<file path="config.mk">
export PLATFORM = sky130hd
export DESIGN_NAME = rv_core
export DESIGN_NICKNAME = d
export VERILOG_FILES = /design/src/logic/rv_pkg.sv /design/src/logic/rv_decode.sv /design/src/logic/rv_regfile.sv /design/src/logic/rv_alu.sv /design/src/logic/rv_control.sv /design/src/logic/rv_core.sv
export SDC_FILE = /design/constraint.sdc
export NUM_CORES = 2
export LEC_CHECK = 0
export BUFFER_PORTS_ARGS = -buffer_cell sky130_fd_sc_hd__clkbuf_2
export CELL_PAD_IN_SITES_DETAIL_PLACEMENT = 1
export CELL_PAD_IN_SITES_GLOBAL_PLACEMENT = 1
export CORE_ASPECT_RATIO = 0.9
export CORE_UTILIZATION = 40
export DETAILED_ROUTE_END_ITERATION = 7
export PLACE_DENSITY_LB_ADDON = 0.05
export SLEW_MARGIN = 20
export SYNTH_ARGS = -nofsm -noshare
export SYNTH_HDL_FRONTEND = slang
export SYNTH_SLANG_ARGS = --single-unit
export TNS_END_PERCENT = 50
</file>
<file path="constraint.sdc">
create_clock -name clk_i -period 9.9 [get_ports clk_i]
set_input_delay 0.99 -clock clk_i [delete_from_list [all_inputs] [get_ports clk_i]]
set_output_delay 0.99 -clock clk_i [all_outputs]
set_load 0.01 [all_outputs]
</file>
<file path="src/logic/rv_pkg.sv">
// Shared types for the RV32I multicycle core.
// Opcode values are the RV32I major opcodes. Anything else decodes as illegal.

package rv_pkg;

    localparam int XLEN = 32;

    // Major opcodes, instr[6:0]
    typedef enum logic [6:0] {
        OPC_LUI    = 7'b0110111,
        OPC_AUIPC  = 7'b0010111,
        OPC_JAL    = 7'b1101111,
        OPC_JALR   = 7'b1100111,
        OPC_BRANCH = 7'b1100011,
        OPC_LOAD   = 7'b0000011,
        OPC_STORE  = 7'b0100011,
        OPC_OP_IMM = 7'b0010011,
        OPC_OP     = 7'b0110011,
        OPC_SYSTEM = 7'b1110011
    } rv_opcode_e;

    // ALU operations
    typedef enum logic [3:0] {
        ALU_ADD,
        ALU_SUB,
        ALU_SLL,
        ALU_SLT,
        ALU_SLTU,
        ALU_XOR,
        ALU_SRL,
        ALU_SRA,
        ALU_OR,
        ALU_AND,
        ALU_PASS_B
    } rv_alu_op_e;

    // Sequencer states
    typedef enum logic [1:0] {
        ST_FETCH,
        ST_EXEC,
        ST_MEM,
        ST_HALT
    } rv_state_e;

endpackage

</file>
<file path="src/logic/rv_decode.sv">
// Integer RV32I decoder, purely combinational.
// Only word loads and stores are legal. ECALL is the only legal SYSTEM word.
// writes_rf_o is never set for rd = x0 or for an illegal instruction.

`timescale 1ns/1ns

module rv_decode import rv_pkg::*; (
    input  logic [31:0] instr_i,
    output rv_opcode_e  opcode_o,
    output logic [4:0]  rs1_o,
    output logic [4:0]  rs2_o,
    output logic [4:0]  rd_o,
    output logic [31:0] imm_o,
    output rv_alu_op_e  alu_op_o,
    output logic        a_is_pc_o,
    output logic        b_is_imm_o,
    output logic        writes_rf_o,
    output logic        is_load_o,
    output logic        is_store_o,
    output logic        is_branch_o,
    output logic        is_jal_o,
    output logic        is_jalr_o,
    output logic        is_ecall_o,
    output logic        is_illegal_o
);

    logic [2:0]  funct3;
    logic [6:0]  funct7;
    logic [31:0] imm_i_type;
    logic [31:0] imm_s_type;
    logic [31:0] imm_b_type;
    logic [31:0] imm_u_type;
    logic [31:0] imm_j_type;
    rv_alu_op_e  alu_fn;
    logic        funct7_ok;
    logic        legal;
    logic        writes;

    assign funct3   = instr_i[14:12];
    assign funct7   = instr_i[31:25];
    assign opcode_o = rv_opcode_e'(instr_i[6:0]);
    assign rs1_o    = instr_i[19:15];
    assign rs2_o    = instr_i[24:20];
    assign rd_o     = instr_i[11:7];

    assign imm_i_type = {{20{instr_i[31]}}, instr_i[31:20]};
    assign imm_s_type = {{20{instr_i[31]}}, instr_i[31:25], instr_i[11:7]};
    assign imm_b_type = {{19{instr_i[31]}}, instr_i[31], instr_i[7],
                         instr_i[30:25], instr_i[11:8], 1'b0};
    assign imm_u_type = {instr_i[31:12], 12'b0};
    assign imm_j_type = {{11{instr_i[31]}}, instr_i[31], instr_i[19:12],
                         instr_i[20], instr_i[30:21], 1'b0};

    // funct3/funct7 to ALU op, shared by OP and OP_IMM
    always_comb begin
        case (funct3)
            3'b000:  alu_fn = (opcode_o == OPC_OP && funct7[5]) ? ALU_SUB : ALU_ADD;
            3'b001:  alu_fn = ALU_SLL;
            3'b010:  alu_fn = ALU_SLT;
            3'b011:  alu_fn = ALU_SLTU;
            3'b100:  alu_fn = ALU_XOR;
            3'b101:  alu_fn = funct7[5] ? ALU_SRA : ALU_SRL;
            3'b110:  alu_fn = ALU_OR;
            default: alu_fn = ALU_AND;
        endcase
    end

    // Only SUB and SRA may carry funct7 = 0100000
    always_comb begin
        if (opcode_o == OPC_OP_IMM && funct3 != 3'b001 && funct3 != 3'b101) begin
            funct7_ok = 1'b1;  // upper bits are immediate here
        end else if (funct7 == 7'b0000000) begin
            funct7_ok = 1'b1;
        end else if (funct7 == 7'b0100000) begin
            funct7_ok = (funct3 == 3'b101) || (funct3 == 3'b000 && opcode_o == OPC_OP);
        end else begin
            funct7_ok = 1'b0;
        end
    end

    always_comb begin
        legal       = 1'b1;
        writes      = 1'b0;
        imm_o       = imm_i_type;
        alu_op_o    = ALU_ADD;
        a_is_pc_o   = 1'b0;
        b_is_imm_o  = 1'b0;
        is_load_o   = 1'b0;
        is_store_o  = 1'b0;
        is_branch_o = 1'b0;
        is_jal_o    = 1'b0;
        is_jalr_o   = 1'b0;
        is_ecall_o  = 1'b0;
        case (opcode_o)
            OPC_LUI: begin
                writes     = 1'b1;
                imm_o      = imm_u_type;
                alu_op_o   = ALU_PASS_B;
                b_is_imm_o = 1'b1;
            end
            OPC_AUIPC: begin
                writes     = 1'b1;
                imm_o      = imm_u_type;
                a_is_pc_o  = 1'b1;
                b_is_imm_o = 1'b1;
            end
            OPC_JAL: begin
                writes     = 1'b1;
                imm_o      = imm_j_type;
                a_is_pc_o  = 1'b1;
                b_is_imm_o = 1'b1;
                is_jal_o   = 1'b1;
            end
            OPC_JALR: begin
                writes     = 1'b1;
                b_is_imm_o = 1'b1;
                is_jalr_o  = 1'b1;
                legal      = (funct3 == 3'b000);
            end
            OPC_BRANCH: begin
                imm_o       = imm_b_type;
                is_branch_o = 1'b1;
                // Compare op picked by the condition class
                case (funct3)
                    3'b000, 3'b001: alu_op_o = ALU_SUB;
                    3'b100, 3'b101: alu_op_o = ALU_SLT;
                    3'b110, 3'b111: alu_op_o = ALU_SLTU;
                    default:        legal    = 1'b0;
                endcase
            end
            OPC_LOAD: begin
                writes     = 1'b1;
                b_is_imm_o = 1'b1;
                is_load_o  = 1'b1;
                legal      = (funct3 == 3'b010);
            end
            OPC_STORE: begin
                imm_o      = imm_s_type;
                b_is_imm_o = 1'b1;
                is_store_o = 1'b1;
                legal      = (funct3 == 3'b010);
            end
            OPC_OP_IMM: begin
                writes     = 1'b1;
                b_is_imm_o = 1'b1;
                alu_op_o   = alu_fn;
                legal      = funct7_ok;
            end
            OPC_OP: begin
                writes   = 1'b1;
                alu_op_o = alu_fn;
                legal    = funct7_ok;
            end
            OPC_SYSTEM: begin
                is_ecall_o = (instr_i == 32'h0000_0073);
                legal      = is_ecall_o;
            end
            default: legal = 1'b0;
        endcase
        is_illegal_o = !legal;
        writes_rf_o  = writes && legal && (rd_o != 5'd0);
    end

endmodule

</file>
<file path="src/logic/rv_regfile.sv">
// Register file x1..x31, two async read ports and one sync write port.
// x0 has no storage and reads as zero. Writes to rd = 0 must not be issued.

`timescale 1ns/1ns

module rv_regfile import rv_pkg::*; (
    input  logic            clk_i,
    input  logic [4:0]      rs1_i,
    input  logic [4:0]      rs2_i,
    input  logic [4:0]      rd_i,
    input  logic            we_i,
    input  logic [XLEN-1:0] wdata_i,
    output logic [XLEN-1:0] rs1_data_o,
    output logic [XLEN-1:0] rs2_data_o
);

    logic [XLEN-1:0] regs [1:31];

    always_ff @(posedge clk_i) begin
        if (we_i) begin
            regs[rd_i] <= wdata_i;
        end
    end

    assign rs1_data_o = (rs1_i == 5'd0) ? '0 : regs[rs1_i];
    assign rs2_data_o = (rs2_i == 5'd0) ? '0 : regs[rs2_i];

    // Decoder is responsible for masking x0 writes
    a_no_x0_write: assert property (@(posedge clk_i) we_i |-> rd_i != 5'd0)
        else $error("register file write to x0");

endmodule

</file>
<file path="src/logic/rv_alu.sv">
// Operand select, ALU and branch condition, all combinational.
// Branch compares rely on the decoder choosing SUB, SLT or SLTU.

`timescale 1ns/1ns

module rv_alu import rv_pkg::*; (
    input  rv_alu_op_e      alu_op_i,
    input  logic            a_is_pc_i,
    input  logic            b_is_imm_i,
    input  logic [XLEN-1:0] pc_i,
    input  logic [XLEN-1:0] rs1_data_i,
    input  logic [XLEN-1:0] rs2_data_i,
    input  logic [XLEN-1:0] imm_i,
    input  logic [2:0]      funct3_i,
    output logic [XLEN-1:0] result_o,
    output logic            branch_taken_o
);

    logic [XLEN-1:0] op_a;
    logic [XLEN-1:0] op_b;
    logic [4:0]      shamt;

    assign op_a  = a_is_pc_i ? pc_i : rs1_data_i;
    assign op_b  = b_is_imm_i ? imm_i : rs2_data_i;
    assign shamt = op_b[4:0];

    always_comb begin
        case (alu_op_i)
            ALU_ADD:    result_o = op_a + op_b;
            ALU_SUB:    result_o = op_a - op_b;
            ALU_SLL:    result_o = op_a << shamt;
            ALU_SLT:    result_o = {31'b0, $signed(op_a) < $signed(op_b)};
            ALU_SLTU:   result_o = {31'b0, op_a < op_b};
            ALU_XOR:    result_o = op_a ^ op_b;
            ALU_SRL:    result_o = op_a >> shamt;
            ALU_SRA:    result_o = $unsigned($signed(op_a) >>> shamt);
            ALU_OR:     result_o = op_a | op_b;
            ALU_AND:    result_o = op_a & op_b;
            ALU_PASS_B: result_o = op_b;
            default:    result_o = '0;
        endcase
    end

    // funct3[0] inverts the sense: BNE, BGE, BGEU
    always_comb begin
        case (funct3_i[2:1])
            2'b00:   branch_taken_o = (result_o == '0) ^ funct3_i[0];
            default: branch_taken_o = result_o[0] ^ funct3_i[0];
        endcase
    end

endmodule

</file>
<file path="src/logic/rv_control.sv">
// Fetch/execute sequencer with a Wishbone classic master, one word per transfer.
// A new fetch may start in the cycle right after a data ack.
// Misaligned addresses are not trapped. Halt is left only through reset.

`timescale 1ns/1ns

module rv_control import rv_pkg::*; #(
    parameter logic [XLEN-1:0] RESET_PC = '0
) (
    input  logic            clk_i,
    input  logic            rst_n_i,
    input  rv_opcode_e      opcode_i,
    input  logic            writes_rf_i,
    input  logic            is_load_i,
    input  logic            is_store_i,
    input  logic            is_branch_i,
    input  logic            is_jal_i,
    input  logic            is_jalr_i,
    input  logic            is_ecall_i,
    input  logic            is_illegal_i,
    input  logic [XLEN-1:0] imm_i,
    input  logic [XLEN-1:0] alu_result_i,
    input  logic            branch_taken_i,
    input  logic [XLEN-1:0] rs2_data_i,
    input  logic [XLEN-1:0] wb_dat_i,
    input  logic            wb_ack_i,
    output logic [31:0]     instr_o,
    output logic [XLEN-1:0] pc_o,
    output logic            rf_we_o,
    output logic [XLEN-1:0] rf_wdata_o,
    output logic            wb_cyc_o,
    output logic            wb_stb_o,
    output logic            wb_we_o,
    output logic [XLEN-1:0] wb_adr_o,
    output logic [XLEN-1:0] wb_dat_o,
    output logic            halt_o,
    output logic            illegal_o
);

    rv_state_e       state;
    logic [XLEN-1:0] pc_q;
    logic [31:0]     instr_q;
    logic            illegal_q;
    logic [XLEN-1:0] pc_plus4;
    logic [XLEN-1:0] next_pc;

    assign pc_plus4 = pc_q + 32'd4;

    always_comb begin
        if (is_jalr_i) begin
            next_pc = {alu_result_i[XLEN-1:1], 1'b0};
        end else if (is_jal_i || (is_branch_i && branch_taken_i)) begin
            next_pc = pc_q + imm_i;
        end else begin
            next_pc = pc_plus4;
        end
    end

    always_ff @(posedge clk_i) begin
        if (!rst_n_i) begin
            state     <= ST_FETCH;
            pc_q      <= RESET_PC;
            illegal_q <= 1'b0;
        end else begin
            case (state)
                ST_FETCH: if (wb_ack_i) state <= ST_EXEC;
                ST_EXEC: begin
                    if (is_illegal_i || is_ecall_i) begin
                        state     <= ST_HALT;
                        illegal_q <= is_illegal_i;
                    end else begin
                        pc_q  <= next_pc;
                        state <= (is_load_i || is_store_i) ? ST_MEM : ST_FETCH;
                    end
                end
                ST_MEM: if (wb_ack_i) state <= ST_FETCH;
                default: state <= ST_HALT;
            endcase
        end
    end

    // Instruction register
    always_ff @(posedge clk_i) begin
        if (state == ST_FETCH && wb_ack_i) begin
            instr_q <= wb_dat_i;
        end
    end

    // Writeback: load data in MEM, link address for jumps, else ALU
    always_comb begin
        if (state == ST_MEM) begin
            rf_wdata_o = wb_dat_i;
        end else begin
            case (opcode_i)
                OPC_JAL, OPC_JALR: rf_wdata_o = pc_plus4;
                default:           rf_wdata_o = alu_result_i;
            endcase
        end
    end

    assign rf_we_o = (state == ST_EXEC && writes_rf_i && !is_load_i)
                   || (state == ST_MEM && is_load_i && writes_rf_i && wb_ack_i);

    // Bus outputs follow state, so they hold steady while waiting for ack
    assign wb_cyc_o = (state == ST_FETCH) || (state == ST_MEM);
    assign wb_stb_o = wb_cyc_o;
    assign wb_we_o  = (state == ST_MEM) && is_store_i;
    assign wb_adr_o = (state == ST_MEM) ? alu_result_i : pc_q;
    assign wb_dat_o = rs2_data_i;

    assign instr_o   = instr_q;
    assign pc_o      = pc_q;
    assign halt_o    = (state == ST_HALT);
    assign illegal_o = illegal_q;

    // Slave may only acknowledge an open request
    a_ack_in_cycle: assert property (@(posedge clk_i) disable iff (!rst_n_i)
        wb_ack_i |-> wb_cyc_o && wb_stb_o)
        else $error("wishbone ack outside a bus cycle");

    a_adr_stable: assert property (@(posedge clk_i) disable iff (!rst_n_i)
        wb_stb_o && !wb_ack_i |=> wb_stb_o && $stable(wb_adr_o) && $stable(wb_we_o))
        else $error("wishbone request changed before ack");

endmodule

</file>
<file path="src/logic/rv_core.sv">
// RV32I multicycle core, top level.
// One Wishbone classic master port carries both fetches and data accesses.
// RESET_PC must be word aligned.

`timescale 1ns/1ns

module rv_core import rv_pkg::*; #(
    parameter logic [XLEN-1:0] RESET_PC = '0
) (
    input  logic            clk_i,
    input  logic            rst_n_i,
    output logic            wb_cyc_o,
    output logic            wb_stb_o,
    output logic            wb_we_o,
    output logic [XLEN-1:0] wb_adr_o,
    output logic [XLEN-1:0] wb_dat_o,
    input  logic [XLEN-1:0] wb_dat_i,
    input  logic            wb_ack_i,
    output logic            halt_o,
    output logic            illegal_o
);

    logic [31:0]     instr;
    logic [XLEN-1:0] pc;
    rv_opcode_e      opcode;
    logic [4:0]      rs1;
    logic [4:0]      rs2;
    logic [4:0]      rd;
    logic [XLEN-1:0] imm;
    rv_alu_op_e      alu_op;
    logic            a_is_pc;
    logic            b_is_imm;
    logic            writes_rf;
    logic            is_load;
    logic            is_store;
    logic            is_branch;
    logic            is_jal;
    logic            is_jalr;
    logic            is_ecall;
    logic            is_illegal;
    logic [XLEN-1:0] rs1_data;
    logic [XLEN-1:0] rs2_data;
    logic [XLEN-1:0] alu_result;
    logic            branch_taken;
    logic            rf_we;
    logic [XLEN-1:0] rf_wdata;

    rv_control #(
        .RESET_PC (RESET_PC)
    ) u_control (
        .clk_i          (clk_i),
        .rst_n_i        (rst_n_i),
        .opcode_i       (opcode),
        .writes_rf_i    (writes_rf),
        .is_load_i      (is_load),
        .is_store_i     (is_store),
        .is_branch_i    (is_branch),
        .is_jal_i       (is_jal),
        .is_jalr_i      (is_jalr),
        .is_ecall_i     (is_ecall),
        .is_illegal_i   (is_illegal),
        .imm_i          (imm),
        .alu_result_i   (alu_result),
        .branch_taken_i (branch_taken),
        .rs2_data_i     (rs2_data),
        .wb_dat_i       (wb_dat_i),
        .wb_ack_i       (wb_ack_i),
        .instr_o        (instr),
        .pc_o           (pc),
        .rf_we_o        (rf_we),
        .rf_wdata_o     (rf_wdata),
        .wb_cyc_o       (wb_cyc_o),
        .wb_stb_o       (wb_stb_o),
        .wb_we_o        (wb_we_o),
        .wb_adr_o       (wb_adr_o),
        .wb_dat_o       (wb_dat_o),
        .halt_o         (halt_o),
        .illegal_o      (illegal_o)
    );

    rv_decode u_decode (
        .instr_i      (instr),
        .opcode_o     (opcode),
        .rs1_o        (rs1),
        .rs2_o        (rs2),
        .rd_o         (rd),
        .imm_o        (imm),
        .alu_op_o     (alu_op),
        .a_is_pc_o    (a_is_pc),
        .b_is_imm_o   (b_is_imm),
        .writes_rf_o  (writes_rf),
        .is_load_o    (is_load),
        .is_store_o   (is_store),
        .is_branch_o  (is_branch),
        .is_jal_o     (is_jal),
        .is_jalr_o    (is_jalr),
        .is_ecall_o   (is_ecall),
        .is_illegal_o (is_illegal)
    );

    rv_regfile u_regfile (
        .clk_i      (clk_i),
        .rs1_i      (rs1),
        .rs2_i      (rs2),
        .rd_i       (rd),
        .we_i       (rf_we),
        .wdata_i    (rf_wdata),
        .rs1_data_o (rs1_data),
        .rs2_data_o (rs2_data)
    );

    // funct3 comes straight from the instruction register
    rv_alu u_alu (
        .alu_op_i       (alu_op),
        .a_is_pc_i      (a_is_pc),
        .b_is_imm_i     (b_is_imm),
        .pc_i           (pc),
        .rs1_data_i     (rs1_data),
        .rs2_data_i     (rs2_data),
        .imm_i          (imm),
        .funct3_i       (instr[14:12]),
        .result_o       (alu_result),
        .branch_taken_o (branch_taken)
    );

endmodule

</file>
==> metrics.yaml <==
outcome:
  status: "finished, violations left"
  violations: "DRC"
clock_tree:
  clock_latency_ns: 0.79
  path_clk_slew_ns: 0.07
  numCtsBuffers: 114
  clk_path_buf_depth: 3
  h-tree-depth: 3
  cts_setup_buffers: 0
  cts_root_buffer: "clkbuf_16"
  clock_sinks: 1069
  tritoncts: "done"
min_path:
  hp-class: "input pin to register"
finish:
  layout_commonest_cell: "edfxtp_1"
  final_util: 0.454
  layout.nets: 5252
  drive_gt1_frac: 0.237
  final_cell_mix: "edfxtp_1, mux4_2, nand2_1"
  stdcell_count: 7274
  synthToLayoutAreaGrowth_pct: 11.9
  design_area_um2: 71800
place:
  dp_cells: 7057
  io_buffers: 103
  hpwl_um: 210000
  gp_congestion: 1.00
  placed_area_um2: 68100
power_and_ir_drop:
  p_leak_nw: 24.5
  power_density_nw_per_um2: 262
  peakVddDrop_uv: 222
floorplanning:
  dieHeight_um: 382
  initial_utilization: 0.405
  io_pins: 104
  die_area_um2: 162000
  fp-row-count: 138
  coreArea_um2: 158000
  die_w_um: 424
global_routing:
  grt_pass1_wl_um: 418000
  grt_max_degree: 61
  grt_util_all_layers: 0.373
  antenna_found_initial: 11
  grt_overflow: 0
  grt_pass1_vias: 49000
timing:
  slew_violations: 0
  setup_violations: 0
  finalClockSkew_ns: 0.0743
  rsz0062_at_grt: "false"
  hold_violations: 0
  setup_tns_ns: 0
  max_freq_mhz: 102
  max_slew_margin: 0.185
  post-route-period-util: 0.987
  finalCriticalPeriod_ns: 9.77
  worst_slew_pin_slew_ns: 1.21
route:
  ant_nets: 0
  initialDrtViolationCount: 6969
  wire_per_inst_um: 42.0
  drt_wl_total_um: 306000
  drt-pass1-iter-count: 8
  drc_errors: 18
  vias: 50300
  via_per_inst: 6.91
worst_setup_path:
  crit_slowest_cell: "o21ai_0"
  slowest_delay_ns: 0.91
  crit_chain: "and4b_1 > and3_1 > buf_4 > o21ai_0 > o221ai_1 > ha_1 > nor3_1 > nor2b_1 > a31oi_1 > a21o_1 > o31ai_1 > and4_1 > o31a_1 > o21ai_0 > a21oi_1 > o2111ai_1 > and4_1 > or2_2 > o21ai_0 > clkbuf_2"
  cp-start-kind: "register"
  critical_path_required_ns: 8.91
  cp_top_family: "compound AO/OA/AOI/OAI gates"
  cp-end-kind: "output port"
  cpMostUsedCell: "o21ai_0"
  worstSetupPathType: "register to output port"
  ff2ff_setup_slack_ns: 0.59
  path_buf_inv: 2
  crit_fanout: 19
  worstPathArrival_ns: 8.78
yosys:
  syn_nets: 5132
  avgSynthCellArea_um2: 12.9
  syn-cell-area_um2: 64100
  synth-seq-cells: 1069
  ys_warn_count: 0
  yosysSeqAreaShare: 0.494
  synthCells: 4953
  ys_types: 115
  synth_ff_type: "edfxtp_1"
  async_flop_share: 0
  synth-edff-count: 1024
flow_run:
  maxCapViolCount: 0
[through the flow]
step	hold slack (ns)	setup WS [ns]	total power, mW
after CTS	0.364	0.401	18.6
final	0.398	0.126	18.8
after global routing	0.372	0.0753	19.2
after floorplan	0.474	0.267	10.5
after detailed placement	0.528	0.777	14.4
after global placement	0.527	0.747	14.4
[repair_timing]
item	CTS	global route
hold buffers	0	0
resized for setup	0	2
endpoints found under the hold margin	0	0
setup endpoints to repair	0	1
[worst reg2reg max path, stage by stage, from the launching register on]
cell and delay [ns]:
edfxtp_1 0.62, and4b_1 0.36, and3_1 0.21, buf_4 0.23, o21ai_0 0.92, o221ai_1 0.83
ha_1 0.65, nor3_1 0.26, nor2b_1 0.18, a31oi_1 0.12, a21o_1 0.30, o31ai_1 0.70
and4_1 0.38, o31a_1 0.24, nor2_1 0.06, o41a_1 0.38, a311oi_1 0.28, buf_4 0.23
and4_1 0.22, o211ai_1 0.37, nor4_4 0.51, mux2_4 0.51, a221o_1 0.41, a22oi_1 0.15
nor2b_1 0.07
[final timing paths]
check,to,start,depth (start not counted)
max,wb_adr_o[31],u_control.instr_o[5],20
min,u_control.instr_o[11],wb_dat_i[11],1
max reg2reg,u_control.pc_o[11],u_control.instr_o[5],24
min reg2reg,u_control.state[1],u_control.state[0],2
[routing by layer]
metal | wire length (um) | share of wire | track usage
met1 | 125000 | 0.41 | 0.512
met2 | 140000 | 0.46 | 0.581
met3 | 23900 | 0.078 | 0.0538
met4 | 17800 | 0.058 | 0.181
met5 | 52 | 0.00017 | 0
[logic make-up (layout without fill, tap and decap cells)]
logic type | after synthesis | count (layout) | share of synthesized area
mux | 746 | 746 | 0.213
compound gates | 1194 | 1194 | 0.129
simple gates | 1219 | 1219 | 0.0866
fa+ha+maj | 144 | 144 | 0.0285
flops | 1069 | 1069 | 0.494
buf+inv | 506 | 722 | 0.0395
xor+xnor | 75 | 75 | 0.0102
other cells | 0 | 5 | 0
[area by class of cell]
type	count	area (um2)
Multi-Input combinational cell	3378	30500
Sequential cell	1069	31700
Fill cell	16200	86400
Antenna cell	5	12.5
Clock buffer	137	2970
Tap cell	2100	2630
Inverter	126	473
Timing Repair Buffer	384	2830
Clock inverter	75	648
[sequential cells by signal, summed over array words and instances, names as in the netlist, named ones only]
register and cells:
u_control.state 2, u_control.instr_o 32, u_control.illegal_o 1, u_regfile.regs 992
u_control.pc_o 32
[cell usage after synthesis, types with 45 or more instances]
| library cell | count | area, um2 |
|---|---|---|
| a211oi_1 | 70 | 526 |
| a21oi_1 | 215 | 1080 |
| buf_2 | 74 | 370 |
| clkbuf_1 | 177 | 664 |
| dfxtp_1 | 45 | 901 |
| edfxtp_1 | 1024 | 30700 |
| ha_1 | 141 | 1760 |
| inv_1 | 114 | 428 |
| mux2_2 | 48 | 541 |
| mux2i_1 | 213 | 2130 |
| mux4_2 | 463 | 10400 |
| nand2_1 | 409 | 1540 |
| nand3_1 | 77 | 385 |
| nor2_1 | 406 | 1520 |
| nor3_1 | 77 | 385 |
| o211ai_1 | 102 | 766 |
| o21ai_0 | 213 | 1070 |
| o22ai_1 | 91 | 569 |
[where the power goes]
group          total [mW]  switching [mW]  internal (mW)
clock network        4.23            1.93           2.30
logic                8.21            5.98           2.23
registers            6.34           0.108           6.24
Power figures use the tool's default switching activity.
